## config.mk

```make
export PLATFORM = sky130hd
export DESIGN_NAME = spriteImageRam
export DESIGN_NICKNAME = d
export VERILOG_FILES = /design/src/design/spritePkg.sv /design/src/design/spriteImageRam.sv
export SDC_FILE = /design/constraint.sdc
export NUM_CORES = 2
export LEC_CHECK = 0
export BUFFER_PORTS_ARGS = -buffer_cell sky130_fd_sc_hd__buf_2
export CORE_MARGIN = 5
export CORE_UTILIZATION = 45
export DETAILED_ROUTE_END_ITERATION = 6
export SYNTH_ARGS = -nofsm -noshare
export SYNTH_HDL_FRONTEND = slang
export SYNTH_SLANG_ARGS = --single-unit
export TNS_END_PERCENT = 50
```

## constraint.sdc

```tcl
create_clock -name vclk -period 5.05 [get_ports vclk]
set_input_delay 0.7575 -clock vclk [delete_from_list [all_inputs] [get_ports vclk]]
set_output_delay 0.7575 -clock vclk [all_outputs]
set_load 0.05 [all_outputs]
```

## src/design/spritePkg.sv

```systemverilog
`default_nettype none

package spritePkg;

	// ----------------------------------------------------------
	// sizes
	// ----------------------------------------------------------
	localparam int NUM_SPRITES = 4;
	localparam int SPR_IDX_W = 2;
	// beam counters and sprite position
	localparam int H_BITS = 12;
	localparam int V_BITS = 12;
	// width-1, height-1 and pixel size-1 fields
	localparam int SIZE_W = 4;
	localparam int PLANE_W = 4;
	// RGB332 pixel, also the transparent colour
	localparam int PIX_W = 8;
	// 256 pixels per image cache
	localparam int IMG_ADR_W = 8;
	// stream word is plane plus three 12 bit channels
	localparam int ZRGB_W = 40;
	localparam int CHAN_W = 12;
	localparam int REG_ADR_W = 5;
	localparam int REG_DAT_W = 32;

	// ----------------------------------------------------------
	// register map
	// ----------------------------------------------------------
	// word offset inside a sprite's block of four
	localparam logic [1:0] REG_POS = 2'd0;
	localparam logic [1:0] REG_SIZE = 2'd1;
	localparam logic [1:0] REG_TC = 2'd2;
	// global words
	localparam logic [REG_ADR_W-1:0] REG_EN = 5'd16;
	localparam logic [REG_ADR_W-1:0] REG_IE = 5'd17;
	localparam logic [REG_ADR_W-1:0] REG_COL = 5'd18;
	localparam logic [REG_ADR_W-1:0] REG_STAT = 5'd19;

	// field positions in REG_POS and REG_SIZE
	localparam int POS_H_LSB = 0;
	localparam int POS_V_LSB = 16;
	localparam int SZ_W_LSB = 0;
	localparam int SZ_H_LSB = 8;
	localparam int SZ_HS_LSB = 16;
	localparam int SZ_VS_LSB = 20;
	localparam int SZ_PL_LSB = 24;

	// ----------------------------------------------------------
	// pipeline, one cycle per stage
	// ----------------------------------------------------------
	typedef enum logic [1:0] {MATCH, FETCH, SELECT, COMPOSE} pipeStage_e;
	localparam int PIPE_DEPTH = 4;
	// stream and blank reach the compose stage this many cycles late
	localparam int STREAM_DLY = int'(COMPOSE);

endpackage

`default_nettype wire

```

## src/design/spriteImageRam.sv

```systemverilog
`default_nettype none

module spriteImageRam (
	input  logic vclk,
	input  logic we_i,
	input  logic [spritePkg::IMG_ADR_W-1:0] wAdr_i,
	input  logic [spritePkg::PIX_W-1:0] wDat_i,
	input  logic [spritePkg::IMG_ADR_W-1:0] rAdr_i,
	output logic [spritePkg::PIX_W-1:0] rDat_o
);
	import spritePkg::*;

	// one RGB332 pixel per entry
	logic [PIX_W-1:0] mem [2**IMG_ADR_W];

	// host image port
	always_ff @(posedge vclk) begin
		if (we_i) begin
			mem[wAdr_i] <= wDat_i;
		end
	end

	// FETCH stage, registered read for the display side
	always_ff @(posedge vclk) begin
		rDat_o <= mem[rAdr_i];
	end

endmodule

`default_nettype wire

```

==> impl_results.md <==
* Synthesized area divided by synthesized cell count at 21.3 sq um
* Maximum fanout along the worst path at 49
* Total power at 35.1 mW
* Worst hold path endpoint: mem[65][2]
* Number of nets in the final layout at 3,976
* Startpoint-to-endpoint class of the critical path: in -> reg
* H-tree lvl count at 4
* Routability congestion estimate at 0.848
* Synthesized netlist cell count at 3,733
* Violation count after the first detailed-route iteration at 4,493
* Number of iterations in the first detailed-routing pass at 5
* Number of buffers between clock root and the deepest sink at 3
* Clock tree from TritonCTS: built
* Worst flop-to-flop path endpoint: rDat_o[2]
* Final HPWL DP at 128,000 microns
* Post-cts gate resize count at 0
* I/O pins at 34
* Hold-fix buffers at CTS at 0
* Routed wirelength normalized by instance count at 31.4 microns
* Via total after detailed routing at 39,100
* Setup repair after global routing missed its margin: no
* Post-synthesis instance area at 0.0796 sq mm
* # setup viols final at 0
* Buffer type at the clock tree root: sky130_fd_sc_hd__clkbuf_16
* Yosys cell types at 55
* Beginning of the worst hold path: wDat_i[2]
* Total routing usage reported by global routing at 0.218
* Clock Sink Count at 2,056
* Count of input and output buffers at 33
* Proportion of layout cells with a drive suffix above 1 at 0.245
* Highest-count cells in the layout ignoring fill and taps: sky130_fd_sc_hd__edfxtp_1 (2,048), sky130_fd_sc_hd__mux4_2 (454), sky130_fd_sc_hd__nor2_1 (279)
* Number of warnings printed during yosys synthesis at 0
* Area of the core region at 0.176 sq mm
* Final critical-path required period at 3.55 ns
* Sequential-to-total area share from yosys stat at 0.775
* Worst IR Drop VDD at 0.000316 V
* Die Footprint at 0.185 sq mm
* Cells along the critical path: buf_8, buf_12, buf_4, nor2b_1, a221oi_1, o211ai_1, nand3_1, nor4_1, buf_4, nor4_1
* TritonCTS Buffers at 202
* Number of enable flip-flop cells after synthesis at 2,048
* Period utilisation layout at 0.704
* Crit path capture type: register
* Class of the most critical hold timing path: in -> reg
* Actual transition at the worst max-transition pin at 1.26 ns
* Worst max-slew margin expressed relative to the limit at 0.154
* Maximum number of pins on one net before global-route repair at 169
* Number of setup buffers added after CTS at 0
* Top delay family on crit path: simple AND/OR/NAND/NOR gates
* Post-Syn Nets at 3,759
* Clock latency on the worst-skew pair at 0.86 ns
* Number of antenna violations at the first check in global routing at 11
* Final core utilization at 0.510
* Cell at the slowest stage of the critical path: sky130_fd_sc_hd__nor4_1
* Setup TNS at 0 ns
* Post-detailed-route DRC marker count at 0
* Buf/Inv on CP at 4
* Final global-route overflow total at 0
* Number of cells on the worst reg-to-reg path at 7
* Maximum capacitance violations at 0
* Area added between synthesis and finish at 12.7%
* Data required, critical path at 5.76 ns
* Startpoint of the worst register-to-register path: mem[131][2]
* Worst setup SP type: input pin
* Reg-to-reg setup timing slack at 2.15 ns
* Total count of max-transition violations in the final report at 0
* Floorplan row count at 154
* Mean number of vias per cell at 6.05
* Run status: completed
* Clock slew at the register clock pins of the worst setup and hold paths at 0.06 ns
* Routed Antenna Nets at 0
* Clk_skew at 0.0411 ns
* Die W at 430 microns
* Biggest cell delay along the critical path at 1.04 ns
* Data arrival, critical path at 4.27 ns
* Static leakage at 27.7 nW
* Fmax at 281 MHz
* Die Ht at 430 microns
* Proportion of register bits with asynchronous set or reset after synthesis at 0
* Starting Density at 0.452
* Ys flop type: sky130_fd_sc_hd__edfxtp_1
* Most common cell after layout, fill and taps aside: sky130_fd_sc_hd__edfxtp_1
* First-pass GRT wire length at 291,000 microns
* Via count of the first global-routing pass at 38,700
* Flop and latch count out of synthesis at 2,056
* Hold depth at 1
* Total Routed Length at 203,000 microns
* Areal power density over the cells at 392 mW/mm^2
* Final hold viol count at 0
==> Yosys cell counts (3+ instances only) <==
cell type	count	area, sq um
sky130_fd_sc_hd__a211oi_1	16	120
sky130_fd_sc_hd__a21oi_1	96	480
sky130_fd_sc_hd__a221oi_1	13	114
sky130_fd_sc_hd__a22o_1	8	70.1
sky130_fd_sc_hd__a22oi_1	133	998
sky130_fd_sc_hd__and2_1	6	37.5
sky130_fd_sc_hd__buf_1	22	82.6
sky130_fd_sc_hd__buf_12	8	160
sky130_fd_sc_hd__buf_2	31	155
sky130_fd_sc_hd__buf_4	27	203
sky130_fd_sc_hd__buf_6	21	236
sky130_fd_sc_hd__buf_8	13	195
sky130_fd_sc_hd__clkbuf_1	111	417
sky130_fd_sc_hd__dfxtp_1	8	160
sky130_fd_sc_hd__edfxtp_1	2048	61500
sky130_fd_sc_hd__mux2i_1	134	1340
sky130_fd_sc_hd__mux4_2	454	10200
sky130_fd_sc_hd__nand2_1	33	124
sky130_fd_sc_hd__nand2b_1	8	50.1
sky130_fd_sc_hd__nand3_1	34	170
sky130_fd_sc_hd__nand4_1	10	62.6
sky130_fd_sc_hd__nor2_1	282	1060
sky130_fd_sc_hd__nor2b_1	31	194
sky130_fd_sc_hd__nor3_1	22	110
sky130_fd_sc_hd__nor4_1	24	150
sky130_fd_sc_hd__nor4_2	3	37.5
sky130_fd_sc_hd__o211ai_1	10	75.1
sky130_fd_sc_hd__o21ai_0	10	50.1
sky130_fd_sc_hd__o221ai_1	46	403
sky130_fd_sc_hd__o22a_1	5	43.8
sky130_fd_sc_hd__o22ai_1	28	175
sky130_fd_sc_hd__o32ai_1	4	35.0
sky130_fd_sc_hd__or2_2	4	25.0
==> metal layers <==
metal / up-vias / wire length (microns) / global-route usage / part of all wire
met5: - / 40 / 0 / 0.00020
met4: 6 / 6060 / 0.0670 / 0.030
met3: 301 / 15900 / 0.0430 / 0.078
met2: 1688 / 97000 / 0.342 / 0.48
met1: 21000 / 84000 / 0.313 / 0.41
li1: 16100 / - / - / -
==> worst max-delay path by stage <==
stage | start | end | cells past startpoint
6_report | rAdr_i[1] | rDat_o[1] | 10
5_1_grt | rAdr_i[1] | rDat_o[1] | 10
3_5_place_dp | rAdr_i[1] | rDat_o[1] | 10
4_1_cts | rAdr_i[1] | rDat_o[1] | 10
3_3_place_gp | rAdr_i[1] | rDat_o[1] | 10
2_1_floorplan | rAdr_i[0] | rDat_o[2] | 9
==> cells by family after synthesis <==
group / Yosys count / share of synthesized area
buf+inv: 235 / 0.0183
mux: 591 / 0.146
simple gates: 466 / 0.0263
compound gates: 385 / 0.0342
flops: 2056 / 0.775
==> flip-flops by register name, indices dropped and copies added (netlist names) <==
name and cells:
rDat_o 8, mem 2048
==> final cells by class <==
| type | count | area, sq um |
|---|---|---|
| Fill cell | 13800 | 86300 |
| Tap cell | 2340 | 2930 |
| Clock inverter | 114 | 1040 |
| Antenna cell | 5 | 12.5 |
| Multi-Input combinational cell | 1442 | 16500 |
| Clock buffer | 256 | 5300 |
| Sequential cell | 2056 | 61700 |
| Inverter | 2 | 7.51 |
| Timing Repair Buffer | 246 | 2170 |
==> stage by stage <==
stage	setup WS [ns]	cells	cell area, sq um	hold WS [ns]
4_1_cts	1.54	6456	89600	0.307
3_5_place_dp	0.614	6086	83300	1.03
3_3_place_gp	0.614	6086	83300	1.02
6_report	1.50	6461	89600	0.327
2_1_floorplan	2.35	3733	79600	0.770
5_1_grt	1.46	6456	89600	0.314
==> power breakdown <==
group	internal (mW)	total, mW	switching [mW]
Clock	8.07	14.5	6.42
Sequential	18.8	18.9	0.0358
Combinational	0.596	1.78	1.19
Note: power is estimated with default switching activity, not from simulation.
