==> config.mk <==
export PLATFORM = sky130hd
export DESIGN_NAME = spriteRegs
export DESIGN_NICKNAME = d
export VERILOG_FILES = /design/src/design/spritePkg.sv /design/src/design/spriteRegs.sv
export SDC_FILE = /design/constraint.sdc
export NUM_CORES = 1
export LEC_CHECK = 0
export BUFFER_PORTS_ARGS = -buffer_cell sky130_fd_sc_hd__buf_4
export CAP_MARGIN = 20
export CORE_MARGIN = 3
export CORE_UTILIZATION = 45
export CTS_CLUSTER_SIZE = 40
export DETAILED_ROUTE_END_ITERATION = 12
export PLACE_DENSITY = 0.73
export SLEW_MARGIN = 10
export SYNTH_ARGS = -nofsm -noshare
export SYNTH_HDL_FRONTEND = slang
export SYNTH_SLANG_ARGS = --single-unit
export TNS_END_PERCENT = 5
==> constraint.sdc <==
create_clock -name vclk -period 1.6 [get_ports vclk]
set_input_delay 0.24 -clock vclk [delete_from_list [all_inputs] [get_ports vclk]]
set_output_delay 0.24 -clock vclk [all_outputs]
set_load 0.005 [all_outputs]
==> src/design/spritePkg.sv <==
`default_nettype none

package spritePkg;

	// ----------------------------------------------------------
	// sizes
	// ----------------------------------------------------------
	localparam int NUM_SPRITES = 4;
	localparam int SPR_IDX_W = 2;
	// beam counters and sprite position
	localparam int H_BITS = 12;
	localparam int V_BITS = 12;
	// width-1, height-1 and pixel size-1 fields
	localparam int SIZE_W = 4;
	localparam int PLANE_W = 4;
	// RGB332 pixel, also the transparent colour
	localparam int PIX_W = 8;
	// 256 pixels per image cache
	localparam int IMG_ADR_W = 8;
	// stream word is plane plus three 12 bit channels
	localparam int ZRGB_W = 40;
	localparam int CHAN_W = 12;
	localparam int REG_ADR_W = 5;
	localparam int REG_DAT_W = 32;

	// ----------------------------------------------------------
	// register map
	// ----------------------------------------------------------
	// word offset inside a sprite's block of four
	localparam logic [1:0] REG_POS = 2'd0;
	localparam logic [1:0] REG_SIZE = 2'd1;
	localparam logic [1:0] REG_TC = 2'd2;
	// global words
	localparam logic [REG_ADR_W-1:0] REG_EN = 5'd16;
	localparam logic [REG_ADR_W-1:0] REG_IE = 5'd17;
	localparam logic [REG_ADR_W-1:0] REG_COL = 5'd18;
	localparam logic [REG_ADR_W-1:0] REG_STAT = 5'd19;

	// field positions in REG_POS and REG_SIZE
	localparam int POS_H_LSB = 0;
	localparam int POS_V_LSB = 16;
	localparam int SZ_W_LSB = 0;
	localparam int SZ_H_LSB = 8;
	localparam int SZ_HS_LSB = 16;
	localparam int SZ_VS_LSB = 20;
	localparam int SZ_PL_LSB = 24;

	// ----------------------------------------------------------
	// pipeline, one cycle per stage
	// ----------------------------------------------------------
	typedef enum logic [1:0] {MATCH, FETCH, SELECT, COMPOSE} pipeStage_e;
	localparam int PIPE_DEPTH = 4;
	// stream and blank reach the compose stage this many cycles late
	localparam int STREAM_DLY = int'(COMPOSE);

endpackage

`default_nettype wire

==> src/design/spriteRegs.sv <==
`default_nettype none

module spriteRegs (
	input  logic vclk,
	input  logic rst_i,
	input  logic regWe_i,
	input  logic regRd_i,
	input  logic [spritePkg::REG_ADR_W-1:0] regAdr_i,
	input  logic [spritePkg::REG_DAT_W-1:0] regWdata_i,
	input  logic [spritePkg::NUM_SPRITES-1:0] colBits_i,
	input  logic colPending_i,
	output logic [spritePkg::NUM_SPRITES-1:0][spritePkg::H_BITS-1:0] hPos_o,
	output logic [spritePkg::NUM_SPRITES-1:0][spritePkg::V_BITS-1:0] vPos_o,
	output logic [spritePkg::NUM_SPRITES-1:0][spritePkg::SIZE_W-1:0] width_o,
	output logic [spritePkg::NUM_SPRITES-1:0][spritePkg::SIZE_W-1:0] height_o,
	output logic [spritePkg::NUM_SPRITES-1:0][spritePkg::SIZE_W-1:0] hSize_o,
	output logic [spritePkg::NUM_SPRITES-1:0][spritePkg::SIZE_W-1:0] vSize_o,
	output logic [spritePkg::NUM_SPRITES-1:0][spritePkg::PLANE_W-1:0] plane_o,
	output logic [spritePkg::NUM_SPRITES-1:0][spritePkg::PIX_W-1:0] transColor_o,
	output logic [spritePkg::NUM_SPRITES-1:0] sprEn_o,
	output logic irqEn_o,
	output logic colClear_o,
	output logic [spritePkg::REG_DAT_W-1:0] rdData_o,
	output logic rdValid_o
);
	import spritePkg::*;

	// address split, top bit selects the global words
	logic isSprite;
	logic [SPR_IDX_W-1:0] sprIdx;
	logic [1:0] wordSel;
	logic [REG_DAT_W-1:0] rdMux;

	assign isSprite = ~regAdr_i[REG_ADR_W-1];
	assign sprIdx = regAdr_i[SPR_IDX_W+1:2];
	assign wordSel = regAdr_i[1:0];

	// ----------------------------------------------------------
	// writes, whole words only
	// ----------------------------------------------------------
	always_ff @(posedge vclk) begin
		if (rst_i) begin
			hPos_o <= '0;
			vPos_o <= '0;
			width_o <= '0;
			height_o <= '0;
			hSize_o <= '0;
			vSize_o <= '0;
			plane_o <= '0;
			transColor_o <= '0;
			sprEn_o <= '0;
			irqEn_o <= 1'b0;
		end else if (regWe_i) begin
			if (isSprite) begin
				case (wordSel)
					REG_POS: begin
						hPos_o[sprIdx] <= regWdata_i[POS_H_LSB +: H_BITS];
						vPos_o[sprIdx] <= regWdata_i[POS_V_LSB +: V_BITS];
					end
					REG_SIZE: begin
						width_o[sprIdx] <= regWdata_i[SZ_W_LSB +: SIZE_W];
						height_o[sprIdx] <= regWdata_i[SZ_H_LSB +: SIZE_W];
						hSize_o[sprIdx] <= regWdata_i[SZ_HS_LSB +: SIZE_W];
						vSize_o[sprIdx] <= regWdata_i[SZ_VS_LSB +: SIZE_W];
						plane_o[sprIdx] <= regWdata_i[SZ_PL_LSB +: PLANE_W];
					end
					REG_TC: transColor_o[sprIdx] <= regWdata_i[PIX_W-1:0];
					// word 3 reserved
					default: ;
				endcase
			end else begin
				case (regAdr_i)
					REG_EN: sprEn_o <= regWdata_i[NUM_SPRITES-1:0];
					REG_IE: irqEn_o <= regWdata_i[0];
					// collision and status are read only
					default: ;
				endcase
			end
		end
	end

	// ----------------------------------------------------------
	// read mux, unused bits and unmapped words are zero
	// ----------------------------------------------------------
	always_comb begin
		rdMux = '0;
		if (isSprite) begin
			case (wordSel)
				REG_POS: begin
					rdMux[POS_H_LSB +: H_BITS] = hPos_o[sprIdx];
					rdMux[POS_V_LSB +: V_BITS] = vPos_o[sprIdx];
				end
				REG_SIZE: begin
					rdMux[SZ_W_LSB +: SIZE_W] = width_o[sprIdx];
					rdMux[SZ_H_LSB +: SIZE_W] = height_o[sprIdx];
					rdMux[SZ_HS_LSB +: SIZE_W] = hSize_o[sprIdx];
					rdMux[SZ_VS_LSB +: SIZE_W] = vSize_o[sprIdx];
					rdMux[SZ_PL_LSB +: PLANE_W] = plane_o[sprIdx];
				end
				REG_TC: rdMux[PIX_W-1:0] = transColor_o[sprIdx];
				default: ;
			endcase
		end else begin
			case (regAdr_i)
				REG_EN: rdMux[NUM_SPRITES-1:0] = sprEn_o;
				REG_IE: rdMux[0] = irqEn_o;
				REG_COL: rdMux[NUM_SPRITES-1:0] = colBits_i;
				REG_STAT: rdMux[0] = colPending_i;
				default: ;
			endcase
		end
	end

	// clear lands on the same edge that samples the bits,
	// so a collision in that cycle is never lost
	assign colClear_o = regRd_i && (regAdr_i == REG_COL);

	// fixed one cycle read latency
	always_ff @(posedge vclk) begin
		if (rst_i) begin
			rdValid_o <= 1'b0;
		end else begin
			rdValid_o <= regRd_i;
		end
	end

	always_ff @(posedge vclk) begin
		if (regRd_i) begin
			rdData_o <= rdMux;
		end
	end

endmodule

`default_nettype wire

==> metrics.md <==
| Metric | Value |
|---|---|
| #FFs+latches synth | 238 |
| Pins Over Slew Limit | 0 |
| Num CTS Buffers | 26 |
| Min-Delay Path Class | in2reg |
| CP arrival | 1.28 ns |
| Placed Instances | 1697 |
| Clock latency on the worst-skew pair | 0.52 ns |
| Max-cap violations | 0 |
| Most common cell in the netlist | dfxtp_1 |
| CP endpoint kind | output port |
| Worst path buffer plus inverter count | 3 |
| Worst Skew | 0.01086 ns |
| GR Util All Layers | 29.05% |
| Die width | 161.0 um |
| Critical-path cell list | buf_4 -> buf_12 -> nor3b_1 -> and4b_1 -> buf_4 |
| Maximum VDD drop | 0.6207 mV |
| Post-synthesis async set-or-reset flop share | 0% |
| Final WL | 39630 um |
| Status | completed |
| Via/cell ratio | 6.207 |
| Pin slew with the least headroom to its limit | 0.5173 ns |
| CP max FO | 17 |
| Pin count of the biggest net entering global routing | 67 |
| # rows | 56 |
| RSZ-0062 raised after global routing | false |
| Syn avg cell area | 9.082 sq um |
| Synth area leaders | dfxtp_1 40%, mux4_2 10%, a21oi_1 9.9%, nand3_1 9.8%, o21ai_0 7.4% |
| Post-DP HPWL | 26110 um |
| Hold Crit Start | regWdata_i[20] |
| Crit path time final | 1.524 ns |
| Cell Pwr Density | 939.4 nW/um^2 |
| Layout Cells excl Fill | 1745 |
| Relative slew slack | 65.44% |
| Post-synth top cells | 214 x dfxtp_1, 213 x a21oi_1, 212 x nand3_1, 159 x o21ai_0, 105 x clkbuf_1 |
| WL/cell | 22.71 um |
| Startpoint types | input pin |
| Final TNS setup | 0 ns |
| Achievable Freq | 656.0 MHz |
| Die H | 161.0 um |
| Post-synth EDFFs | 24 |
| Hold-fix buffers, CTS | 0 |
| Pleak | 5.480 nW |
| Slowest stage delay, CP | 0.27 ns |
| Core area | 23540 sq um |
| Post-synthesis sequential area ratio | 46.27% |
| Cell family with most CP delay | buffers and inverters |
| Syn-to-layout area delta | 34.39% |
| Layout Nets | 1452 |
| Layout cells sized above 1 | 32.89% |
| CTS tree | built |
| Clock tree root driver cell | clkbuf_16 |
| Vias in the first global route | 10360 |
| Mapped Area | 10820 sq um |
| Synth unique cells | 39 |
| Warnings, synthesis | 0 |
| Endpoints failing setup | 0 |
| DR pass1 iterations | 7 |
| Worst endpoint required time | 1.36 ns |
| Post-CTS Resized | 0 |
| Final Util | 61.75% |
| # diodes | 0 |
| DRC viols | 0 |
| Crit-path slowest cell | nor3b_1 |
| Cell mode on critical path | buf_4 |
| Critical path type | in2out |
| Initial antenna violation count | 0 |
| DR iter-0 viols | 1439 |
| Bufs on Longest Clock Path | 3 |
| GR Overflow Total | 0 |
| I/O pin total | 293 |
| Clk slew on worst S/H paths | 0.06 ns |
| Tot Pwr | 0.01366 W |
| CTS Sinks | 238 |
| Critical Path Start | regAdr_i[2] |
| GPL Wtd Cong | 0.8547 |
| Worst flop-to-flop path startpoint | width_o[11] |
| Worst hold slack | 0.02498 ns |
| Crit share post-route | 95.28% |
| Leading area contributor after synthesis | dfxtp_1 |
| First-pass GRT wire length | 60440 um |
| Final Hold Violating Endpoints | 0 |
| IO Port Bufs | 276 |
| Post-CTS Repair Setup Buffers | 0 |
| Htree depth | 1 |
| Mapped Cells | 1191 |
| Initial core utilization | 45.94% |
| Vias | 10830 |
| Die ar. | 25930 sq um |
| Top_reg_cell synth | dfxtp_1 |
| Share of the synthesized area in the top cell type | 39.61% |
| Final ANT Viol Nets | 0 |
-- per-layer routing --
metal	vias to the layer above	track usage (%)	part of all wire (%)
met5	-	0	0
met4	0	11.30	3.4
met3	93	7.156	12
met2	720	45.86	46
met1	5230	38.75	39
li1	4788	-	-
-- where the power goes --
group	total, W	internal (W)	switching [W]
logic	0.00128	0.000491	0.000789
registers	0.00613	0.00608	0.0000464
clock network	0.00625	0.00376	0.00249
-- cell families after synthesis --
family                 Yosys count  synth area share, %
AO/OA/AOI/OAI                  441                20.76
AND/OR/NAND/NOR                264                12.87
flip-flops                     238                46.27
buffers and inverters          171                7.276
multiplexers                    76                12.78
other                            1              0.03467
-- worst register-to-register path: stages, from the launching register on --
cell and delay (ns):
dfxtp_1 0.33, mux4_2 0.46, o22ai_1 0.33, o31ai_1 0.12
-- through the flow --
| step | setup slack [ns] | cell area [sq um] |
|---|---|---|
| floorplan | -0.03176 | 10860 |
| global placement | -0.1804 | 13630 |
| detailed placement | -0.2449 | 13630 |
| CTS | 0.08936 | 14540 |
| global route | 0.001561 | 14540 |
| finish | 0.07551 | 14540 |
-- layout make-up --
cell class,instances,area [sq um]
clock inverter,14,121.4
inverter,1,3.754
clock buffer,34,783.3
multi-input combinational,789,5130
timing repair buffer,350,3094
fill,1997,9006
tap,319,399.1
sequential,238,5005
-- flip-flops by register name, indices dropped and copies added, names as in the netlist, 24 cells and up --
register,cells
hPos_o,48
rdData_o,24
transColor_o,32
vPos_o,48
-- cell usage in the layout, fill, tap and decap left out, drive strengths merged --
| cell | n |
|---|---|
| clkinvlp | 1 |
| nand4bb | 2 |
| edfxtp | 24 |
| o22ai | 3 |
| nor2b | 8 |
| or4b | 2 |
| mux2 | 7 |
| nor3 | 4 |
| nor2 | 18 |
| or2 | 2 |
| mux2i | 20 |
| conb | 8 |
| o21ai | 212 |
| clkinv | 11 |
| o41ai | 1 |
| nand2 | 2 |
| nand2b | 4 |
| and2 | 1 |
| nor4b | 2 |
| inv | 1 |
| mux4 | 49 |
| and4b | 1 |
| nor4bb | 2 |
| a31o | 1 |
| nor3b | 3 |
| nand3 | 212 |
| a211oi | 4 |
| a22oi | 4 |
| clkbuf | 34 |
| bufinv | 2 |
| dfxtp | 214 |
| a21oi | 213 |
| nand4 | 1 |
| o31ai | 3 |
| buf | 350 |
-- final timing paths --
kind / endpoint / slack [ns] / cells after the start
setup / recovery: colClear_o / 0.08 / 5
setup reg to reg: rdData_o[3] / 0.11 / 3
hold / removal: vSize_o[0] / 0.02 / 3
hold reg to reg: vPos_o[39] / 0.50 / 2
Note: power is estimated with default switching activity, not from simulation.
