==> src/design/spritePkg.sv <==
`default_nettype none

package spritePkg;

	// ----------------------------------------------------------
	// sizes
	// ----------------------------------------------------------
	localparam int NUM_SPRITES = 4;
	localparam int SPR_IDX_W = 2;
	// beam counters and sprite position
	localparam int H_BITS = 12;
	localparam int V_BITS = 12;
	// width-1, height-1 and pixel size-1 fields
	localparam int SIZE_W = 4;
	localparam int PLANE_W = 4;
	// RGB332 pixel, also the transparent colour
	localparam int PIX_W = 8;
	// 256 pixels per image cache
	localparam int IMG_ADR_W = 8;
	// stream word is plane plus three 12 bit channels
	localparam int ZRGB_W = 40;
	localparam int CHAN_W = 12;
	localparam int REG_ADR_W = 5;
	localparam int REG_DAT_W = 32;

	// ----------------------------------------------------------
	// register map
	// ----------------------------------------------------------
	// word offset inside a sprite's block of four
	localparam logic [1:0] REG_POS = 2'd0;
	localparam logic [1:0] REG_SIZE = 2'd1;
	localparam logic [1:0] REG_TC = 2'd2;
	// global words
	localparam logic [REG_ADR_W-1:0] REG_EN = 5'd16;
	localparam logic [REG_ADR_W-1:0] REG_IE = 5'd17;
	localparam logic [REG_ADR_W-1:0] REG_COL = 5'd18;
	localparam logic [REG_ADR_W-1:0] REG_STAT = 5'd19;

	// field positions in REG_POS and REG_SIZE
	localparam int POS_H_LSB = 0;
	localparam int POS_V_LSB = 16;
	localparam int SZ_W_LSB = 0;
	localparam int SZ_H_LSB = 8;
	localparam int SZ_HS_LSB = 16;
	localparam int SZ_VS_LSB = 20;
	localparam int SZ_PL_LSB = 24;

	// ----------------------------------------------------------
	// pipeline, one cycle per stage
	// ----------------------------------------------------------
	typedef enum logic [1:0] {MATCH, FETCH, SELECT, COMPOSE} pipeStage_e;
	localparam int PIPE_DEPTH = 4;
	// stream and blank reach the compose stage this many cycles late
	localparam int STREAM_DLY = int'(COMPOSE);

endpackage

`default_nettype wire

==> src/design/spriteEngine.sv <==
`default_nettype none

module spriteEngine (
	input  logic vclk,
	input  logic rst_i,
	input  logic [spritePkg::H_BITS-1:0] hctr_i,
	input  logic [spritePkg::V_BITS-1:0] vctr_i,
	input  logic hStart_i,
	input  logic [spritePkg::H_BITS-1:0] hPos_i,
	input  logic [spritePkg::V_BITS-1:0] vPos_i,
	input  logic [spritePkg::SIZE_W-1:0] width_i,
	input  logic [spritePkg::SIZE_W-1:0] height_i,
	input  logic [spritePkg::SIZE_W-1:0] hSize_i,
	input  logic [spritePkg::SIZE_W-1:0] vSize_i,
	output logic [spritePkg::IMG_ADR_W-1:0] ramAdr_o,
	output logic de_o
);
	import spritePkg::*;

	logic hMatch;
	logic vMatch;
	logic lineBlank;
	logic hNext;
	logic vNext;
	logic [IMG_ADR_W-1:0] widthPix;
	// state left by the previous pixel or line
	logic [SIZE_W-1:0] hPt;
	logic [SIZE_W-1:0] vPt;
	logic [SIZE_W-1:0] colCnt;
	logic [SIZE_W-1:0] rowCnt;
	logic hDe;
	logic vDe;
	logic [IMG_ADR_W-1:0] rowBase;
	// state for the pixel in this cycle
	logic [SIZE_W-1:0] hPtCur;
	logic [SIZE_W-1:0] vPtCur;
	logic [SIZE_W-1:0] colCur;
	logic [SIZE_W-1:0] rowCur;
	logic hDeCur;
	logic vDeCur;
	logic [IMG_ADR_W-1:0] rowBaseCur;
	logic [IMG_ADR_W-1:0] adrCur;

	assign hMatch = hctr_i == hPos_i;
	assign vMatch = vctr_i == vPos_i;
	// line -1, between vsync and the first hsync
	assign lineBlank = &vctr_i;
	// pixel size toggles wrap here
	assign hNext = hPt == hSize_i;
	assign vNext = vPt == vSize_i;
	assign widthPix = {{(IMG_ADR_W-SIZE_W){1'b0}}, width_i} + 1'b1;

	// ----------------------------------------------------------
	// vertical, steps once per line at hStart
	// ----------------------------------------------------------
	always_comb begin
		vPtCur = vPt;
		rowCur = rowCnt;
		vDeCur = vDe;
		rowBaseCur = rowBase;
		if (hStart_i) begin
			if (vMatch) begin
				vPtCur = '0;
				rowCur = '0;
				vDeCur = 1'b1;
				rowBaseCur = '0;
			end else if (vNext) begin
				// next image row, backup address moves on one row
				vPtCur = '0;
				rowCur = rowCnt + 1'b1;
				vDeCur = vDe & (rowCnt != height_i);
				rowBaseCur = rowBase + widthPix;
			end else begin
				// repeat the row, rescan from the backup address
				vPtCur = vPt + 1'b1;
			end
		end
		if (lineBlank) begin
			vDeCur = 1'b0;
		end
	end

	// ----------------------------------------------------------
	// horizontal, steps every clock
	// ----------------------------------------------------------
	always_comb begin
		hPtCur = hNext ? '0 : hPt + 1'b1;
		colCur = hNext ? colCnt + 1'b1 : colCnt;
		hDeCur = hDe & ~(hNext & (colCnt == width_i));
		// address advances with each new horizontal pixel
		adrCur = hNext ? ramAdr_o + 1'b1 : ramAdr_o;
		if (hMatch) begin
			hPtCur = '0;
			colCur = '0;
			hDeCur = 1'b1;
			adrCur = rowBaseCur;
		end else if (hStart_i) begin
			// a sprite never wraps onto the next line
			hDeCur = 1'b0;
		end
	end

	// MATCH stage registers
	always_ff @(posedge vclk) begin
		if (rst_i) begin
			hPt <= '0;
			vPt <= '0;
			colCnt <= '0;
			rowCnt <= '0;
			hDe <= 1'b0;
			vDe <= 1'b0;
			rowBase <= '0;
			ramAdr_o <= '0;
			de_o <= 1'b0;
		end else begin
			hPt <= hPtCur;
			vPt <= vPtCur;
			colCnt <= colCur;
			rowCnt <= rowCur;
			hDe <= hDeCur;
			vDe <= vDeCur;
			rowBase <= rowBaseCur;
			ramAdr_o <= adrCur;
			de_o <= hDeCur & vDeCur;
		end
	end

endmodule

`default_nettype wire

==> config.mk <==
export PLATFORM = sky130hd
export DESIGN_NAME = spriteEngine
export DESIGN_NICKNAME = d
export VERILOG_FILES = /design/src/design/spritePkg.sv /design/src/design/spriteEngine.sv
export SDC_FILE = /design/constraint.sdc
export NUM_CORES = 1
export LEC_CHECK = 0
export BUFFER_PORTS_ARGS = -buffer_cell sky130_fd_sc_hd__clkbuf_2
export CORE_MARGIN = 5
export CORE_UTILIZATION = 54
export DETAILED_ROUTE_END_ITERATION = 10
export GPL_TIMING_DRIVEN = 0
export PLACE_DENSITY = 0.89
export SLEW_MARGIN = 20
export SYNTH_ARGS = -nofsm -noshare
export SYNTH_HDL_FRONTEND = slang
export SYNTH_SLANG_ARGS = --single-unit
==> constraint.sdc <==
create_clock -name vclk -period 2.9 [get_ports vclk]
set_input_delay 0.725 -clock vclk [delete_from_list [all_inputs] [get_ports vclk]]
set_output_delay 0.725 -clock vclk [all_outputs]
set_load 0.01 [all_outputs]
==> results of run 1 <==
cell usage after synthesis, drive strengths merged, types with 2 or more instances:
cell type  number
clkbuf          2
nor2           25
buf             5
nor4            5
nor3            6
or4             2
nand2b          2
ha              9
and3            4
xor2           32
mux2i           4
xnor2          30
nand2           9
dfxtp          35
o22ai           6
nand4          14
nand3           9
and2            3
a21oi           6
inv             8
routing by layer:
metal	global-route usage (%)	routed length, um	up-vias
met5	0	0	-
met4	5.328	38	0
met3	5.923	290	5
met2	34.87	2433	49
met1	22.39	2079	895
li1	-	-	981
final cells by class:
| cell class | count | share of cell area, % |
|---|---|---|
| Multi-Input combinational cell | 185 | 50.89 |
| Clock inverter | 2 | 1.307 |
| Timing Repair Buffer | 74 | 13.82 |
| Sequential cell | 35 | 26.14 |
| Inverter | 8 | 1.120 |
| Clock buffer | 6 | 3.081 |
| Buffer | 7 | 1.401 |
| Tap cell | 48 | 2.241 |
registers in the layout (all words and copies together) (netlist names):
register	count
colCnt	4
hDe	1
ramAdr_o	8
rowCnt	4
hPt	4
de_o	1
vDe	1
rowBase	8
vPt	4
cell families (layout without fill, tap and decap cells):
| family | after synthesis | count (layout) |
|---|---|---|
| muxes | 5 | 5 |
| DFF | 35 | 35 |
| and+or+nand+nor | 84 | 84 |
| xor gates and xnor gates | 62 | 62 |
| buffers and inverters | 15 | 97 |
| adders and majority gates | 10 | 10 |
| AOI/OAI and AO/OA | 24 | 24 |
worst paths after layout:
| kind | from | to | slack [ps] | depth (start not counted) |
|---|---|---|---|---|
| max | width_i[0] | ramAdr_o[6]$_SDFFE_PP0P_ | 730 | 9 |
| min | hPt[0]$_SDFF_PP0_ | hPt[0]$_SDFF_PP0_ | 480 | 1 |
| max reg2reg | rowBase[0]$_SDFF_PP0_ | ramAdr_o[6]$_SDFFE_PP0P_ | 970 | 8 |
| min reg2reg | hPt[0]$_SDFF_PP0_ | hPt[0]$_SDFF_PP0_ | 480 | 1 |
worst max-delay path, cell delays in order:
cell	delay, ps
clkbuf_2	100
inv_1	40
ha_1	210
fa_1	400
nand2b_1	160
a21oi_1	180
nand3_1	120
xor2_1	240
o32ai_1	130
report_power, final:
group	total (W)	switching (W)	internal, W
sequential	0.000505	0.0000133	0.000492
clock	0.000457	0.000179	0.000278
combinational	0.000191	0.0000930	0.0000981
total	0.00115	0.000285	0.000868
metrics by stage:
stage / setup slack (ps) / hold slack [ps]
4_1_cts: 769.4 / 482.3
6_report: 733.4 / 483.9
3_5_place_dp: 481.9 / 465.4
2_1_floorplan: 779.5 / 440.1
5_1_grt: 652.0 / 531.3
3_3_place_gp: 493.9 / 454.4
==> out/results.txt, run 1 <==
Largest net degree at the start of global routing: 12
Buffers added on ports: 74
Layout cell share with drive strength beyond 1: 29.65%
Final Skew: 3.965 ps
Vias per Instance: 5.288
Reg clk slew, reported paths: 70 ps
Most frequent cells in the layout: clkbuf_2 (74), dfxtp_1 (35), xor2_1 (32)
Post-synth top area cell: dfxtp_1
Final WL: 4.842 mm
Clock tree buffer depth: 2
Post-synthesis cell area: 0.002132 mm^2
Die Width: 72.84 um
Post-Layout Cell Count: 365
Sequential element share of the synthesized area: 32.86%
Root Buffer: clkbuf_8
P&R area growth vs syn: 25.70%
Top achievable clock speed: 0.4616 GHz
Number of diodes: 0
FF+latch count, synth: 35
Worst Path Max Fanout: 2
Relative slew slack: 61.25%
Worst Path Required: 3060 ps
Min Tclk post-route: 2167 ps
Vias in the first global route: 2029
Starting DRT DRC Count: 66
Antenna violations before repair: 0
Height of the die: 72.84 um
# nets final: 393
Crit end category: flop
Setup CP Type: primary input to flop
Maximum vdd ir drop: 282.9 uV
Placer Congestion: 0.8105
Core Rows: 22
Yosys top cell area share: 32.86%
Ys Warns: 0
First-pass GRT wire length: 8.259 mm
Synth top area cells: dfxtp_1 (33%), xor2_1 (13%), xnor2_1 (12%)
XOR/XNOR share of the synthesized area: 25.47%
Post-CTS sizing: 0
Max-cap check violation count: 0
Finished Cell Area: 0.002680 mm^2
Post-Synth Adder-Cell Area: 6.221%
Critical Path Start Type: primary input
Commonest non-fill, non-tap cell in the layout: clkbuf_2
Residual DRC: 0
Syn Nets: 312
Cts hold-fix bufs: 0
Drt first pass iters: 4
Status: finished clean
Synth unique cells: 43
DRT antenna net count: 0
Simple-gate share of the synthesized area: 21.71%
Inserted Clock Buffers: 5
Fin crit share: 74.71%
Post-synth EDFFs: 0
Largest family of logic cells by synthesized area: XOR/XNOR gates
Post-synthesis mux area share: 2.582%
Async S/R FF share, synth: 0%
Worst Path Arrival: 2330 ps
DP Cell Count: 357
Initial Util: 56.95%
H-Tree Level Count: 2
Pwr Density: 430.3 mW/mm^2
Mean Syn Cell Area: 9.073 um^2
I/O pin total: 76
Total Negative Setup Slacks: 0 ps
Clock Latency Late Sink: 290 ps
Post-Synthesis Cells: 235
Layout fillers: 310
Sink Count: 35
Grt ovf: 0
Reg area: 700.7 um^2
Final Util: 71.59%
Post-CTS setup buffers: 0
Pins Over Slew Limit: 0
Placed inst area: 0.002562 mm^2
TritonCTS clock tree: done
Unrepaired setup endpoints after global routing: false
Via count: 1930
Wirelength per Cell: 13.27 um
Final Hold Vio Count: 0
Area of the multi-input gates: 0.001364 mm^2
Tot Pwr: 0.001153 W
Aggregate global-route resource usage: 19.52%
CORE AREA: 0.003744 mm^2
Setup violators final: 0
Post-synthesis compound-gate area fraction: 7.981%
Die ar.: 0.005305 mm^2
Dpl hpwl: 4.008 mm
Leak: 1.186 nW
Hold Path Class: flop to flop
Worst slew pin tran: 576.9 ps
Post-synth top flop: dfxtp_1
Power figures use the tool's default switching activity.
==> run 2, diff against run 1 <==
Settings changed: CORE_UTILIZATION 54 to 50, PLACE_DENSITY 0.89 to 0.83.
Clock period 2.9 ns to 2.15 ns, I/O delays scaled along.
==> out/results.txt, run 2 (synthesized netlist as in run 1, its figures left out) <==
Status: finished clean
P&R area growth vs syn: 26.70%
First-pass GRT wire length: 8.473 mm (+2.6%)
Initial Util: 52.54% (-4.4 points)
H-Tree Level Count: 2 (unchanged)
Worst Path Required: 2310 ps (-750 ps)
Combinational power share: 15.5% (-1.1 points)
Crit path largest cell delay: 420 ps (+20 ps)
Vias in the first global route: 2029 (unchanged)
Largest net degree at the start of global routing: 13 (+1)
Clock tree buffer depth: 2 (unchanged)
Crit end category: flop
Flop pwr share: 41.2% (-2.6 points)
Tot Pwr: 0.001654 W (+43%)
Worst slew pin tran: 592.5 ps (+15.63 ps)
NetSw: 0.0003962 W (+39%)
Aggregate global-route resource usage: 19.53% (about the same)
Total Negative Setup Slacks: 0 ps (unchanged)
Grt ovf: 0 (unchanged)
Sw Share: 23.95% (-0.76 points)
Antenna violations before repair: 0 (unchanged)
Cts hold-fix bufs: 0 (unchanged)
Biggest regs: ramAdr_o x8, rowBase x8
Die Width: 75.30 um (+3.4%)
Wirelength per Cell: 13.72 um (+3.4%)
Drt first pass iters: 4 (unchanged)
Worst Path Max Fanout: 2 (unchanged)
Clock Power Share: 43.3% (+3.7 points)
Pint: 0.001258 W (+45%)
Starting DRT DRC Count: 100 (+52%)
Post-CTS sizing: 0 (unchanged)
Die ar.: 0.005670 mm^2 (+6.9%)
Commonest non-fill, non-tap cell in the layout: clkbuf_2
Height of the die: 75.30 um (+3.4%)
Layout fillers: 354 (+14%)
Reg clk slew, reported paths: 80 ps (about the same)
Most frequent cells in the layout: clkbuf_2 (74), dfxtp_1 (35), xor2_1 (32)
Placer Congestion: 0.7480 (-7.7%)
Unrepaired setup endpoints after global routing: false
Dpl hpwl: 4.135 mm (+3.2%)
Core Rows: 23 (+4.5%)
Critical Path Start Type: primary input
Number of diodes: 0 (unchanged)
Clock Latency Late Sink: 290 ps (about the same)
Max-cap check violation count: 0 (unchanged)
Layout cell share with drive strength beyond 1: 29.65% (unchanged)
Fin crit share: 93.89%
Worst Path Arrival: 2170 ps (-160 ps)
Crit path max-delay cell type: fa_1
Pwr Density: 612.4 mW/mm^2 (+42%)
CORE AREA: 0.004058 mm^2 (+8.4%)
Hold Path Class: flop to flop
Buffers added on ports: 74 (unchanged)
Placed inst area: 0.002565 mm^2 (about the same)
Finished Cell Area: 0.002701 mm^2 (+0.79%)
Via count: 1964 (+1.8%)
Inserted Clock Buffers: 5 (unchanged)
Pins Over Slew Limit: 0 (unchanged)
Residual DRC: 0 (unchanged)
Final WL: 5.035 mm (+4.0%)
Relative slew slack: 59.98% (-1.3 points)
Setup violators final: 0 (unchanged)
# nets final: 393 (unchanged)
Hold slack: 487.1 ps (+3.209 ps)
Root Buffer: clkbuf_8
Setup CP Type: primary input to flop
Maximum vdd ir drop: 534.9 uV (+89%)
CP cell instances: clkbuf_2 -> inv_1 -> ha_1 -> fa_1 -> nand2b_1 -> a21oi_1 -> nand3_1 -> xor2_1 -> o22ai_1
Vias per Instance: 5.351 (+1.2%)
Min Tclk post-route: 2019 ps
Final Skew: 4.104 ps (+0.1385 ps)
Top achievable clock speed: 0.4954 GHz
Leak: 1.190 nW (+0.27%)
I/O pin total: 76 (unchanged)
Final Hold Vio Count: 0 (unchanged)
Post-CTS setup buffers: 0 (unchanged)
TritonCTS clock tree: done
Sink Count: 35 (unchanged)
DRT antenna net count: 0 (unchanged)
-- run 2: cell count changes in the layout (fill, tap and decap cells not counted) --
cell        previous run  this run
clkinvlp_4             0         1
bufinv_16              1         2
clkinv_2               1         0
clkbuf_8               6         5
-- run 2: final timing paths --
kind	startpoint	to	slack [ps]	depth (start not counted)
worst min register to register	hPt[0]$_SDFF_PP0_	hPt[0]$_SDFF_PP0_	490	1
worst min-delay path	hPt[0]$_SDFF_PP0_	hPt[0]$_SDFF_PP0_	490	1
worst max-delay path	width_i[0]	ramAdr_o[4]$_SDFFE_PP0P_	130	9
worst max register to register	rowBase[0]$_SDFF_PP0_	ramAdr_o[4]$_SDFFE_PP0P_	170	8
-- run 2: metrics by stage --
step           util [%]  instances  setup slack, ps
6_report          66.57        367            131.3
3_3_place_gp      63.21        359           -97.44
3_5_place_dp      63.21        359           -135.5
2_1_floorplan         -        235            217.0
5_1_grt           66.57        367            88.27
4_1_cts           66.57        367            164.3
-- run 2: cell type report --
cell class              instances  area [um^2]  area share (%)
well taps                      50        62.56           2.316
inverters                       8        30.03           1.112
plain buffers                   7        37.54           1.390
clock inverters                 3        67.56           2.501
clock buffers                   5        68.82           2.547
multi-input cells             185         1364           50.49
repair buffers                 74        370.4           13.71
flip-flops and latches         35        700.7           25.94
-- run 2: worst max-delay path: cells and delay by family --
| kind | cells | cell delay [ps] |
|---|---|---|
| simple gates | 2 | 290 |
| xor+xnor | 1 | 240 |
| compound gates | 2 | 320 |
| fa+ha+maj | 2 | 640 |
| buf+inv | 2 | 140 |
-- run 2: per-layer routing --
layer	share of wire (%)	global-route usage, %	vias to the layer above
met1	41	23.08	904
met5	0	0	-
met2	49	32.89	69
met4	2.1	8.932	0
li1	-	-	982
met3	7.8	5.409	9
-- run 2: power by group through the flow --
stage | combinational [W] | sequential, W | clock, W
2_1_floorplan | 0.000155 | 0.000693 | 0
3_3_place_gp | 0.000248 | 0.000696 | 0
3_5_place_dp | 0.000257 | 0.000697 | 0
4_1_cts | 0.000260 | 0.000682 | 0.000723
5_1_grt | 0.000286 | 0.000684 | 0.000752
6_report | 0.000257 | 0.000682 | 0.000716
