File: src/design/spritePkg.sv
`default_nettype none

package spritePkg;

	// ----------------------------------------------------------
	// sizes
	// ----------------------------------------------------------
	localparam int NUM_SPRITES = 4;
	localparam int SPR_IDX_W = 2;
	// beam counters and sprite position
	localparam int H_BITS = 12;
	localparam int V_BITS = 12;
	// width-1, height-1 and pixel size-1 fields
	localparam int SIZE_W = 4;
	localparam int PLANE_W = 4;
	// RGB332 pixel, also the transparent colour
	localparam int PIX_W = 8;
	// 256 pixels per image cache
	localparam int IMG_ADR_W = 8;
	// stream word is plane plus three 12 bit channels
	localparam int ZRGB_W = 40;
	localparam int CHAN_W = 12;
	localparam int REG_ADR_W = 5;
	localparam int REG_DAT_W = 32;

	// ----------------------------------------------------------
	// register map
	// ----------------------------------------------------------
	// word offset inside a sprite's block of four
	localparam logic [1:0] REG_POS = 2'd0;
	localparam logic [1:0] REG_SIZE = 2'd1;
	localparam logic [1:0] REG_TC = 2'd2;
	// global words
	localparam logic [REG_ADR_W-1:0] REG_EN = 5'd16;
	localparam logic [REG_ADR_W-1:0] REG_IE = 5'd17;
	localparam logic [REG_ADR_W-1:0] REG_COL = 5'd18;
	localparam logic [REG_ADR_W-1:0] REG_STAT = 5'd19;

	// field positions in REG_POS and REG_SIZE
	localparam int POS_H_LSB = 0;
	localparam int POS_V_LSB = 16;
	localparam int SZ_W_LSB = 0;
	localparam int SZ_H_LSB = 8;
	localparam int SZ_HS_LSB = 16;
	localparam int SZ_VS_LSB = 20;
	localparam int SZ_PL_LSB = 24;

	// ----------------------------------------------------------
	// pipeline, one cycle per stage
	// ----------------------------------------------------------
	typedef enum logic [1:0] {MATCH, FETCH, SELECT, COMPOSE} pipeStage_e;
	localparam int PIPE_DEPTH = 4;
	// stream and blank reach the compose stage this many cycles late
	localparam int STREAM_DLY = int'(COMPOSE);

endpackage

`default_nettype wire

File: src/design/spriteCompositor.sv
`default_nettype none

module spriteCompositor (
	input  logic vclk,
	input  logic rst_i,
	input  logic [spritePkg::NUM_SPRITES-1:0][spritePkg::PIX_W-1:0] pix_i,
	input  logic [spritePkg::NUM_SPRITES-1:0] de_i,
	input  logic [spritePkg::NUM_SPRITES-1:0] sprEn_i,
	input  logic [spritePkg::NUM_SPRITES-1:0][spritePkg::PIX_W-1:0] transColor_i,
	input  logic [spritePkg::NUM_SPRITES-1:0][spritePkg::PLANE_W-1:0] plane_i,
	input  logic irqEn_i,
	input  logic colClear_i,
	input  logic [spritePkg::ZRGB_W-1:0] zrgbDly_i,
	input  logic blankDly_i,
	output logic [spritePkg::ZRGB_W-1:0] zrgb_o,
	output logic [spritePkg::NUM_SPRITES-1:0] colBits_o,
	output logic colPending_o,
	output logic irq_o
);
	import spritePkg::*;

	// de held one stage to meet the RAM data
	logic [NUM_SPRITES-1:0] deDly;
	logic [NUM_SPRITES-1:0] actNow;
	logic [PIX_W-1:0] winPixNow;
	logic [PLANE_W-1:0] winPlaneNow;
	// SELECT stage registers
	logic [NUM_SPRITES-1:0] act;
	logic [PIX_W-1:0] winPix;
	logic [PLANE_W-1:0] winPlane;
	logic multiHit;
	logic [PLANE_W-1:0] inPlane;
	logic [ZRGB_W-1:0] sprZrgb;

	always_ff @(posedge vclk) begin
		if (rst_i) begin
			deDly <= '0;
		end else begin
			deDly <= de_i;
		end
	end

	// ----------------------------------------------------------
	// SELECT, transparency and fixed priority
	// ----------------------------------------------------------
	always_comb begin
		winPixNow = '0;
		winPlaneNow = '0;
		// walk from the top so sprite 0 is taken last and wins
		for (int i = NUM_SPRITES - 1; i >= 0; i--) begin
			actNow[i] = sprEn_i[i] & deDly[i] & (pix_i[i] != transColor_i[i]);
			if (actNow[i]) begin
				winPixNow = pix_i[i];
				winPlaneNow = plane_i[i];
			end
		end
	end

	always_ff @(posedge vclk) begin
		if (rst_i) begin
			act <= '0;
		end else begin
			act <= actNow;
		end
	end

	always_ff @(posedge vclk) begin
		winPix <= winPixNow;
		winPlane <= winPlaneNow;
	end

	// ----------------------------------------------------------
	// COMPOSE, plane test, RGB332 expansion, blanking
	// ----------------------------------------------------------
	assign inPlane = zrgbDly_i[ZRGB_W-1 -: PLANE_W];
	// each field sits at the top of its channel
	assign sprZrgb = {winPlane,
		winPix[7:5], {(CHAN_W-3){1'b0}},
		winPix[4:2], {(CHAN_W-3){1'b0}},
		winPix[1:0], {(CHAN_W-2){1'b0}}};

	always_ff @(posedge vclk) begin
		if (blankDly_i) begin
			zrgb_o <= '0;
		end else if (|act && (inPlane <= winPlane)) begin
			zrgb_o <= sprZrgb;
		end else begin
			// no sprite, or the stream is in front
			zrgb_o <= zrgbDly_i;
		end
	end

	// ----------------------------------------------------------
	// sprite to sprite collision
	// ----------------------------------------------------------
	// two or more bits set
	assign multiHit = |(act & (act - 1'b1));

	always_ff @(posedge vclk) begin
		if (rst_i) begin
			colBits_o <= '0;
			colPending_o <= 1'b0;
		end else if (multiHit) begin
			// a hit in the clearing cycle starts a fresh set
			colBits_o <= colClear_i ? act : (colBits_o | act);
			colPending_o <= 1'b1;
		end else if (colClear_i) begin
			colBits_o <= '0;
			colPending_o <= 1'b0;
		end
	end

	assign irq_o = colPending_o & irqEn_i;

endmodule

`default_nettype wire

File: config.mk
export PLATFORM = sky130hd
export DESIGN_NAME = spriteCompositor
export DESIGN_NICKNAME = d
export VERILOG_FILES = /design/src/design/spritePkg.sv /design/src/design/spriteCompositor.sv
export SDC_FILE = /design/constraint.sdc
export NUM_CORES = 1
export LEC_CHECK = 0
export BUFFER_PORTS_ARGS = -buffer_cell sky130_fd_sc_hd__buf_2
export CAP_MARGIN = 20
export CORE_MARGIN = 1
export CORE_UTILIZATION = 43
export CTS_BUF_LIST = sky130_fd_sc_hd__clkbuf_16
export CTS_CLUSTER_SIZE = 24
export DETAILED_ROUTE_END_ITERATION = 7
export PLACE_DENSITY = 0.85
export REMOVE_ABC_BUFFERS = 1
export SYNTH_ARGS = -nofsm -noshare
export SYNTH_HDL_FRONTEND = slang
export SYNTH_SLANG_ARGS = --single-unit
File: constraint.sdc
create_clock -name vclk -period 2.2 [get_ports vclk]
set_clock_uncertainty 0.2 [all_clocks]
set_input_delay 0.33 -clock vclk [delete_from_list [all_inputs] [get_ports vclk]]
set_output_delay 0.33 -clock vclk [all_outputs]
set_load 0.01 [all_outputs]
==> metrics.txt, run 1 <==
Worst Max-Slew Pin Slew=0.4425 ns; Final WS setup=between 0.15 and 0.2 ns; PnR Total Power=3.075 mW; cell leakage power=2.043 nW; CTS tree=done; Ant. Diodes=0; # nets final=623; FMAX=499.7 MHz; Syn. warnings=0; critical path fanouts, max=12; total CTS buffers=9; Die X=85.43 µm; Final Instance Area=4299 µm²; IO buf count=around 180; Avg Cell Area, Syn=roughly 10 µm²; Max-Cap Viols=0; final slew viol count=0; worst hold path type=primary input to register; Hold Vio Cnt, Final=0; Routed wire per std cell=13.75 µm; Final Setup Violations=0; Die ar.=7297 µm²; most common cell after layout, fill and taps aside=buf_2; post-CTS setup buffer count=0; root buffer cell=clkbuf_16; mapped cell area=2993 µm²; Placed Area=4018 µm²; Die Y-Extent=85.43 µm; Reg clk slew, reported paths=0.06 ns; outcome=complete, no violations; crit start category=register; CORE AREA=6756 µm²; vias in the first global route=between 2k and 3k; Longest Clk Path Bufs=2; Worst R2R Path Depth=8; fin crit period=2.001 ns; drt first pass iters=4; Worst Hold Margin=0.008093 ns; crit path kind=register to register; first-pass GRT wire length=12360 µm; GPL Wtd Cong=roughly 0.83; clock sink count=65; IO Pins=179; Mapped Cells=299; critical path data arrival time=2.04 ns; Via density=roughly 4.9; detailed placer's ending HPWL=6467 µm; unrepaired setup endpoints after global routing=no; largest net degree at the start of global routing=29; antenna violations before repair=0; total track usage=21.77%; Hold Crit Depth=2; initial core utilization=44.30%; GRT overflow=0; Filler cells=just under 600; commonest non-fill, non-tap cells in the layout=buf_2 (178), dfxtp_1 (65), and2_1 (31); depth of the CTS H-tree=3; Detail Route Antenna Nets=0; worst vdd ir=453.1 µV; initial DRC count=80; clk_lat worst skew=between 0.3 and 0.4 ns; row cnt=30; Synth Register Bits=65; Routed Wire Length=7851 µm; share of cells above drive strength 1=49.69%; pwr dens=715.3 nW/µm²; Data required, critical path=2.24 ns; critical path capture point type=register; Yosys cell types=40; Area growth, synth to finish=43.65%; Place WS=-0.03800 ns; vias=roughly 2.8k; Post-route DRC=0; Slew HR=70.50%; setup TNS=0 ns; Tcrit/Tclk final=90.96%; post-synthesis sequential area ratio=43.48%
[cells by family (layout without fill, tap and decap cells)]
| family | count (synthesis) | count (layout) | synth area share [%] |
|---|---|---|---|
| and+or+nand+nor | 96 | 96 | 20.11 |
| AOI/OAI and AO/OA | 70 | 70 | 19.36 |
| DFF | 65 | 65 | 43.48 |
| xor gates and xnor gates | 32 | 32 | 9.365 |
| buffers and inverters | 31 | 223 | 5.686 |
| adders and majority gates | 5 | 5 | 2.007 |
[area by class of cell]
class / instances / area [µm²] / area share (%)
clock buffers: 9 / 225.2 / 5.239
multi-input cells: 203 / 1529 / 35.56
clock inverters: 7 / 38.79 / 0.9022
well taps: 80 / 100.1 / 2.328
flip-flops and latches: 65 / 1301 / 30.27
inverters: 15 / 56.30 / 1.310
repair buffers: 192 / 1049 / 24.39
[stage by stage]
stage	util (%)	std cells
3_3_place_gp	59.46	554
2_1_floorplan	-	283
4_1_cts	63.37	570
3_5_place_dp	59.46	554
5_1_grt	63.63	571
6_report	63.63	571
[power breakdown]
group	switching [mW]	total [mW]	internal [mW]
Sequential	0.0249	1.29	1.26
Clock	0.477	1.22	0.747
Combinational	0.286	0.563	0.277
Total	0.788	3.08	2.29
[flip-flops by register name, summed over array words and instances, names as in the netlist]
| name | cells |
|---|---|
| zrgb_o | 40 |
| winPix | 8 |
| act | 4 |
| colBits_o | 4 |
| deDly | 4 |
| winPlane | 4 |
| colPending_o | 1 |
[cells in the mapped netlist]
cell / n / area (µm²)
a211oi_1: 1 / 7.510
a211oi_2: 10 / 125.1
a21o_2: 1 / 8.760
a21oi_1: 21 / 105.1
a21oi_2: 1 / 8.760
a21oi_4: 1 / 16.27
a221oi_1: 1 / 8.760
a221oi_2: 10 / 150.1
a311oi_1: 1 / 8.760
a32o_1: 1 / 10.01
a32oi_1: 1 / 8.760
and2_1: 31 / 193.9
buf_12: 1 / 20.02
buf_2: 3 / 15.01
buf_4: 1 / 7.510
buf_6: 4 / 45.04
clkbuf_1: 7 / 26.28
dfxtp_1: 65 / 1301
ha_1: 4 / 50.05
inv_1: 15 / 56.30
maj3_1: 1 / 10.01
nand2_1: 4 / 15.01
nand2b_1: 5 / 31.28
nand3_1: 15 / 75.07
nand3_2: 9 / 90.09
nand4_1: 2 / 12.51
nor2_1: 13 / 48.80
nor2b_1: 8 / 50.05
nor3_1: 1 / 5.000
nor4_1: 2 / 12.51
nor4_2: 4 / 50.05
o211a_1: 1 / 10.01
o211ai_1: 1 / 7.510
o21ai_0: 15 / 75.07
o22ai_1: 1 / 6.260
o31ai_1: 3 / 22.52
or2_1: 1 / 6.260
or3_4: 1 / 11.26
xnor2_1: 8 / 70.07
xor2_1: 24 / 210.2
[worst max-delay path: stages, from the launching register on]
cell	delay, ns
dfxtp_1	0.32
inv_1	0.05
ha_1	0.32
nor2b_1	0.15
o21ai_1	0.19
a32o_1	0.25
buf_4	0.21
nand3_1	0.10
a21oi_1	0.16
[per-layer routing]
layer / vias up / wire [µm] / track usage [%]
met1: 1239 / 3202 / 23.87
met5: - / 0 / 0
li1: 1414 / - / -
met3: 8 / 554 / 6.420
met4: 0 / 80 / 6.364
met2: 152 / 4014 / 40.36
[what timing repair did]
| item | in CTS | in global routing |
|---|---|---|
| endpoints found under the setup margin | 0 | 12 |
| hold endpoints to repair | 0 | 1 |
| gates resized for setup | 0 | 2 |
| hold buffers | 0 | 1 |
[worst paths after layout]
kind                                           from               endpoint  slack [ns]
worst max-delay path            winPlane[1]$_DFF_P_  zrgb_o[38]$_SDFF_PP0_        0.20
worst min-delay path                   zrgbDly_i[0]   zrgb_o[0]$_SDFF_PP0_       0.008
worst max register to register  winPlane[1]$_DFF_P_  zrgb_o[38]$_SDFF_PP0_        0.20
worst min register to register    winPix[6]$_DFF_P_  zrgb_o[34]$_SDFF_PP0_        0.25
Note: power is estimated with default switching activity, not from simulation.
==> run 2: changes to the inputs <==
==> constraint.sdc (replaced) <==
create_clock -name vclk -period 2.15 [get_ports vclk]
set_clock_uncertainty 0.2 [all_clocks]
set_input_delay 0.3225 -clock vclk [delete_from_list [all_inputs] [get_ports vclk]]
set_output_delay 0.3225 -clock vclk [all_outputs]
set_load 0.01 [all_outputs]
==> run 2 against run 1 <==
Hold slack got worse by 0.0028 ns. Maximum frequency shrank 0.61%. Power increased by 5.4%. Setup slack worse by 0.062 ns. Critical path depth unchanged. Clock-buffer cell count unchanged. Register-to-register slack worse by 0.06 ns. First-iteration DRC count increased by 36%. Sequential cell count stayed put. Largest cell class unchanged.
==> metrics.txt, run 2 (same netlist as run 1, synthesis figures left out) <==
critical path capture point type=register; most flop-heavy register=zrgb_o; Tcrit/Tclk final=93.65% (+2.7 points); antenna violations before repair=0 (unchanged); Routed wire per std cell=14.14 µm (+2.8%); Slew HR=68.88% (-1.6 points); vias in the first global route=2711 (+0.71%); first-pass GRT wire length=12430 µm (+0.56%); detailed placer's ending HPWL=6539 µm (+1.1%); root buffer cell=clkbuf_16; Die ar.=7297 µm² (unchanged); crit path kind=register to register; Final Instance Area=4295 µm² (about the same); fin crit period=2.013 ns (+0.01229 ns); Max-Cap Viols=0 (unchanged); Place WS=-0.1370 ns (-0.09901 ns); max reg flops=40 (unchanged); total CTS buffers=9 (unchanged); commonest non-fill, non-tap cells in the layout=buf_2 (178), dfxtp_1 (65), and2_1 (31); Filler cells=582 (-1.2%); unrepaired setup endpoints after global routing=no; Data required, critical path=2.18 ns (-0.06 ns); IO Pins=179 (unchanged); Routed Wire Length=8029 µm (+2.3%); clock sink count=65 (unchanged); GPL Wtd Cong=0.8574 (+2.9%); initial core utilization=44.30% (unchanged); Die Y-Extent=85.43 µm (unchanged); cell leakage power=2.047 nW (+0.17%); Final Setup Violations=0 (unchanged); share of cells above drive strength 1=49.39% (-0.31 points); row cnt=30 (unchanged); most common cell after layout, fill and taps aside=buf_2; pwr dens=754.8 nW/µm² (+5.5%); final slew viol count=0 (unchanged); Reg clk slew, reported paths=0.05 ns (about the same); IO buf count=178 (unchanged); initial DRC count=109 (+36%); Post-route DRC=0 (unchanged); GRT overflow=0 (unchanged); Die X=85.43 µm (unchanged); outcome=complete, no violations; non-filler cells, final=568 (-0.53%); clk_lat worst skew=0.32 ns (about the same); worst hold path type=primary input to register; total track usage=21.88% (+0.11 points); crit start category=register; Detail Route Antenna Nets=0 (unchanged); dpl cells=553 (-0.18%); depth of the CTS H-tree=3 (unchanged); Area growth, synth to finish=43.52% (about the same); critical path data arrival time=2.05 ns (about the same); FMAX=496.7 MHz (-0.61%); # nets final=621 (-0.32%); drt first pass iters=4 (unchanged); vias=2785 (-1.0%); Ant. Diodes=0 (unchanged); CORE AREA=6756 µm² (unchanged); Final Util=63.57% (about the same); Placed Area=4010 µm² (-0.19%); worst vdd ir=343.4 µV (-24%); biggest regs=zrgb_o x40, winPix x8; Longest Clk Path Bufs=2 (unchanged); largest net degree at the start of global routing=29 (unchanged); critical path fanouts, max=12 (unchanged); CTS tree=done; setup slack, reg-to-reg=0.14 ns (-0.06 ns); Final WS setup=0.1366 ns (-0.06229 ns); Hold Vio Cnt, Final=0 (unchanged); Via density=4.903 (-0.47%); Worst Max-Slew Pin Slew=0.4668 ns (+0.02435 ns)
## run 2: cell types whose count changed in the layout (fill, tap and decap cells not counted), sizes merged
cell / before / now
clkinvlp: 2 / 0
buf: 191 / 190
dlygate4sd3: 1 / 0
bufinv: 0 / 1
## run 2: cell type report
| class | instances | area, µm² | area share [%] |
|---|---|---|---|
| clock inverter | 6 | 51.30 | 1.194 |
| tap | 80 | 100.1 | 2.330 |
| timing repair buffer | 190 | 1031 | 24.00 |
| inverter | 15 | 56.30 | 1.311 |
| clock buffer | 9 | 225.2 | 5.243 |
| multi-input combinational | 203 | 1530 | 35.62 |
| sequential | 65 | 1301 | 30.29 |
## run 2: worst max-delay path, cell delays in order, from the launching register on
cell,delay (ns)
dfxtp_1,0.33
inv_1,0.05
ha_1,0.31
nor2b_1,0.14
o21ai_1,0.20
a32o_2,0.22
buf_4,0.20
nand3_1,0.10
a21oi_1,0.18
## run 2: repair_timing
action | CTS | global route
buffers inserted | 0 | 0
pin swaps | 0 | 0
hold buffers | 0 | 0
setup endpoints to repair | 7 | 40
gates resized for setup | 1 | 2
## run 2: stage by stage
stage | setup TNS [ns] | hold WS, ns | power, mW
floorplan | -0.05730 | 0.1916 | 1.617
global placement | 0 | 0.2456 | 1.898
detailed placement | -0.7084 | 0.2553 | 1.916
CTS | 0 | 0.0004885 | 3.259
global route | 0 | 0.003691 | 3.375
finish | 0 | 0.005311 | 3.242
## run 2: power by group
group          internal, mW  total [mW]  switching, mW
clock network         0.872        1.34          0.473
logic                 0.282       0.580          0.297
registers              1.29        1.32         0.0251
total                  2.45        3.24          0.795
## run 2: path summary, 6_finish.rpt
kind                                               to                 from  cells after the start
worst max-delay path            zrgb_o[21]$_SDFF_PP0_  winPlane[1]$_DFF_P_                      8
worst min-delay path            zrgb_o[16]$_SDFF_PP0_        zrgbDly_i[16]                      2
worst max register to register  zrgb_o[21]$_SDFF_PP0_  winPlane[1]$_DFF_P_                      8
worst min register to register  zrgb_o[33]$_SDFF_PP0_    winPix[5]$_DFF_P_                      2
## run 2: routing by layer
metal | share of wire [%] | global-route usage [%] | vias to the layer above
li1 | - | - | 1407
met1 | 40 | 24.13 | 1210
met2 | 51 | 41.31 | 155
met3 | 7.3 | 4.377 | 13
met4 | 1.6 | 7.727 | 0
met5 | 0 | 0 | -
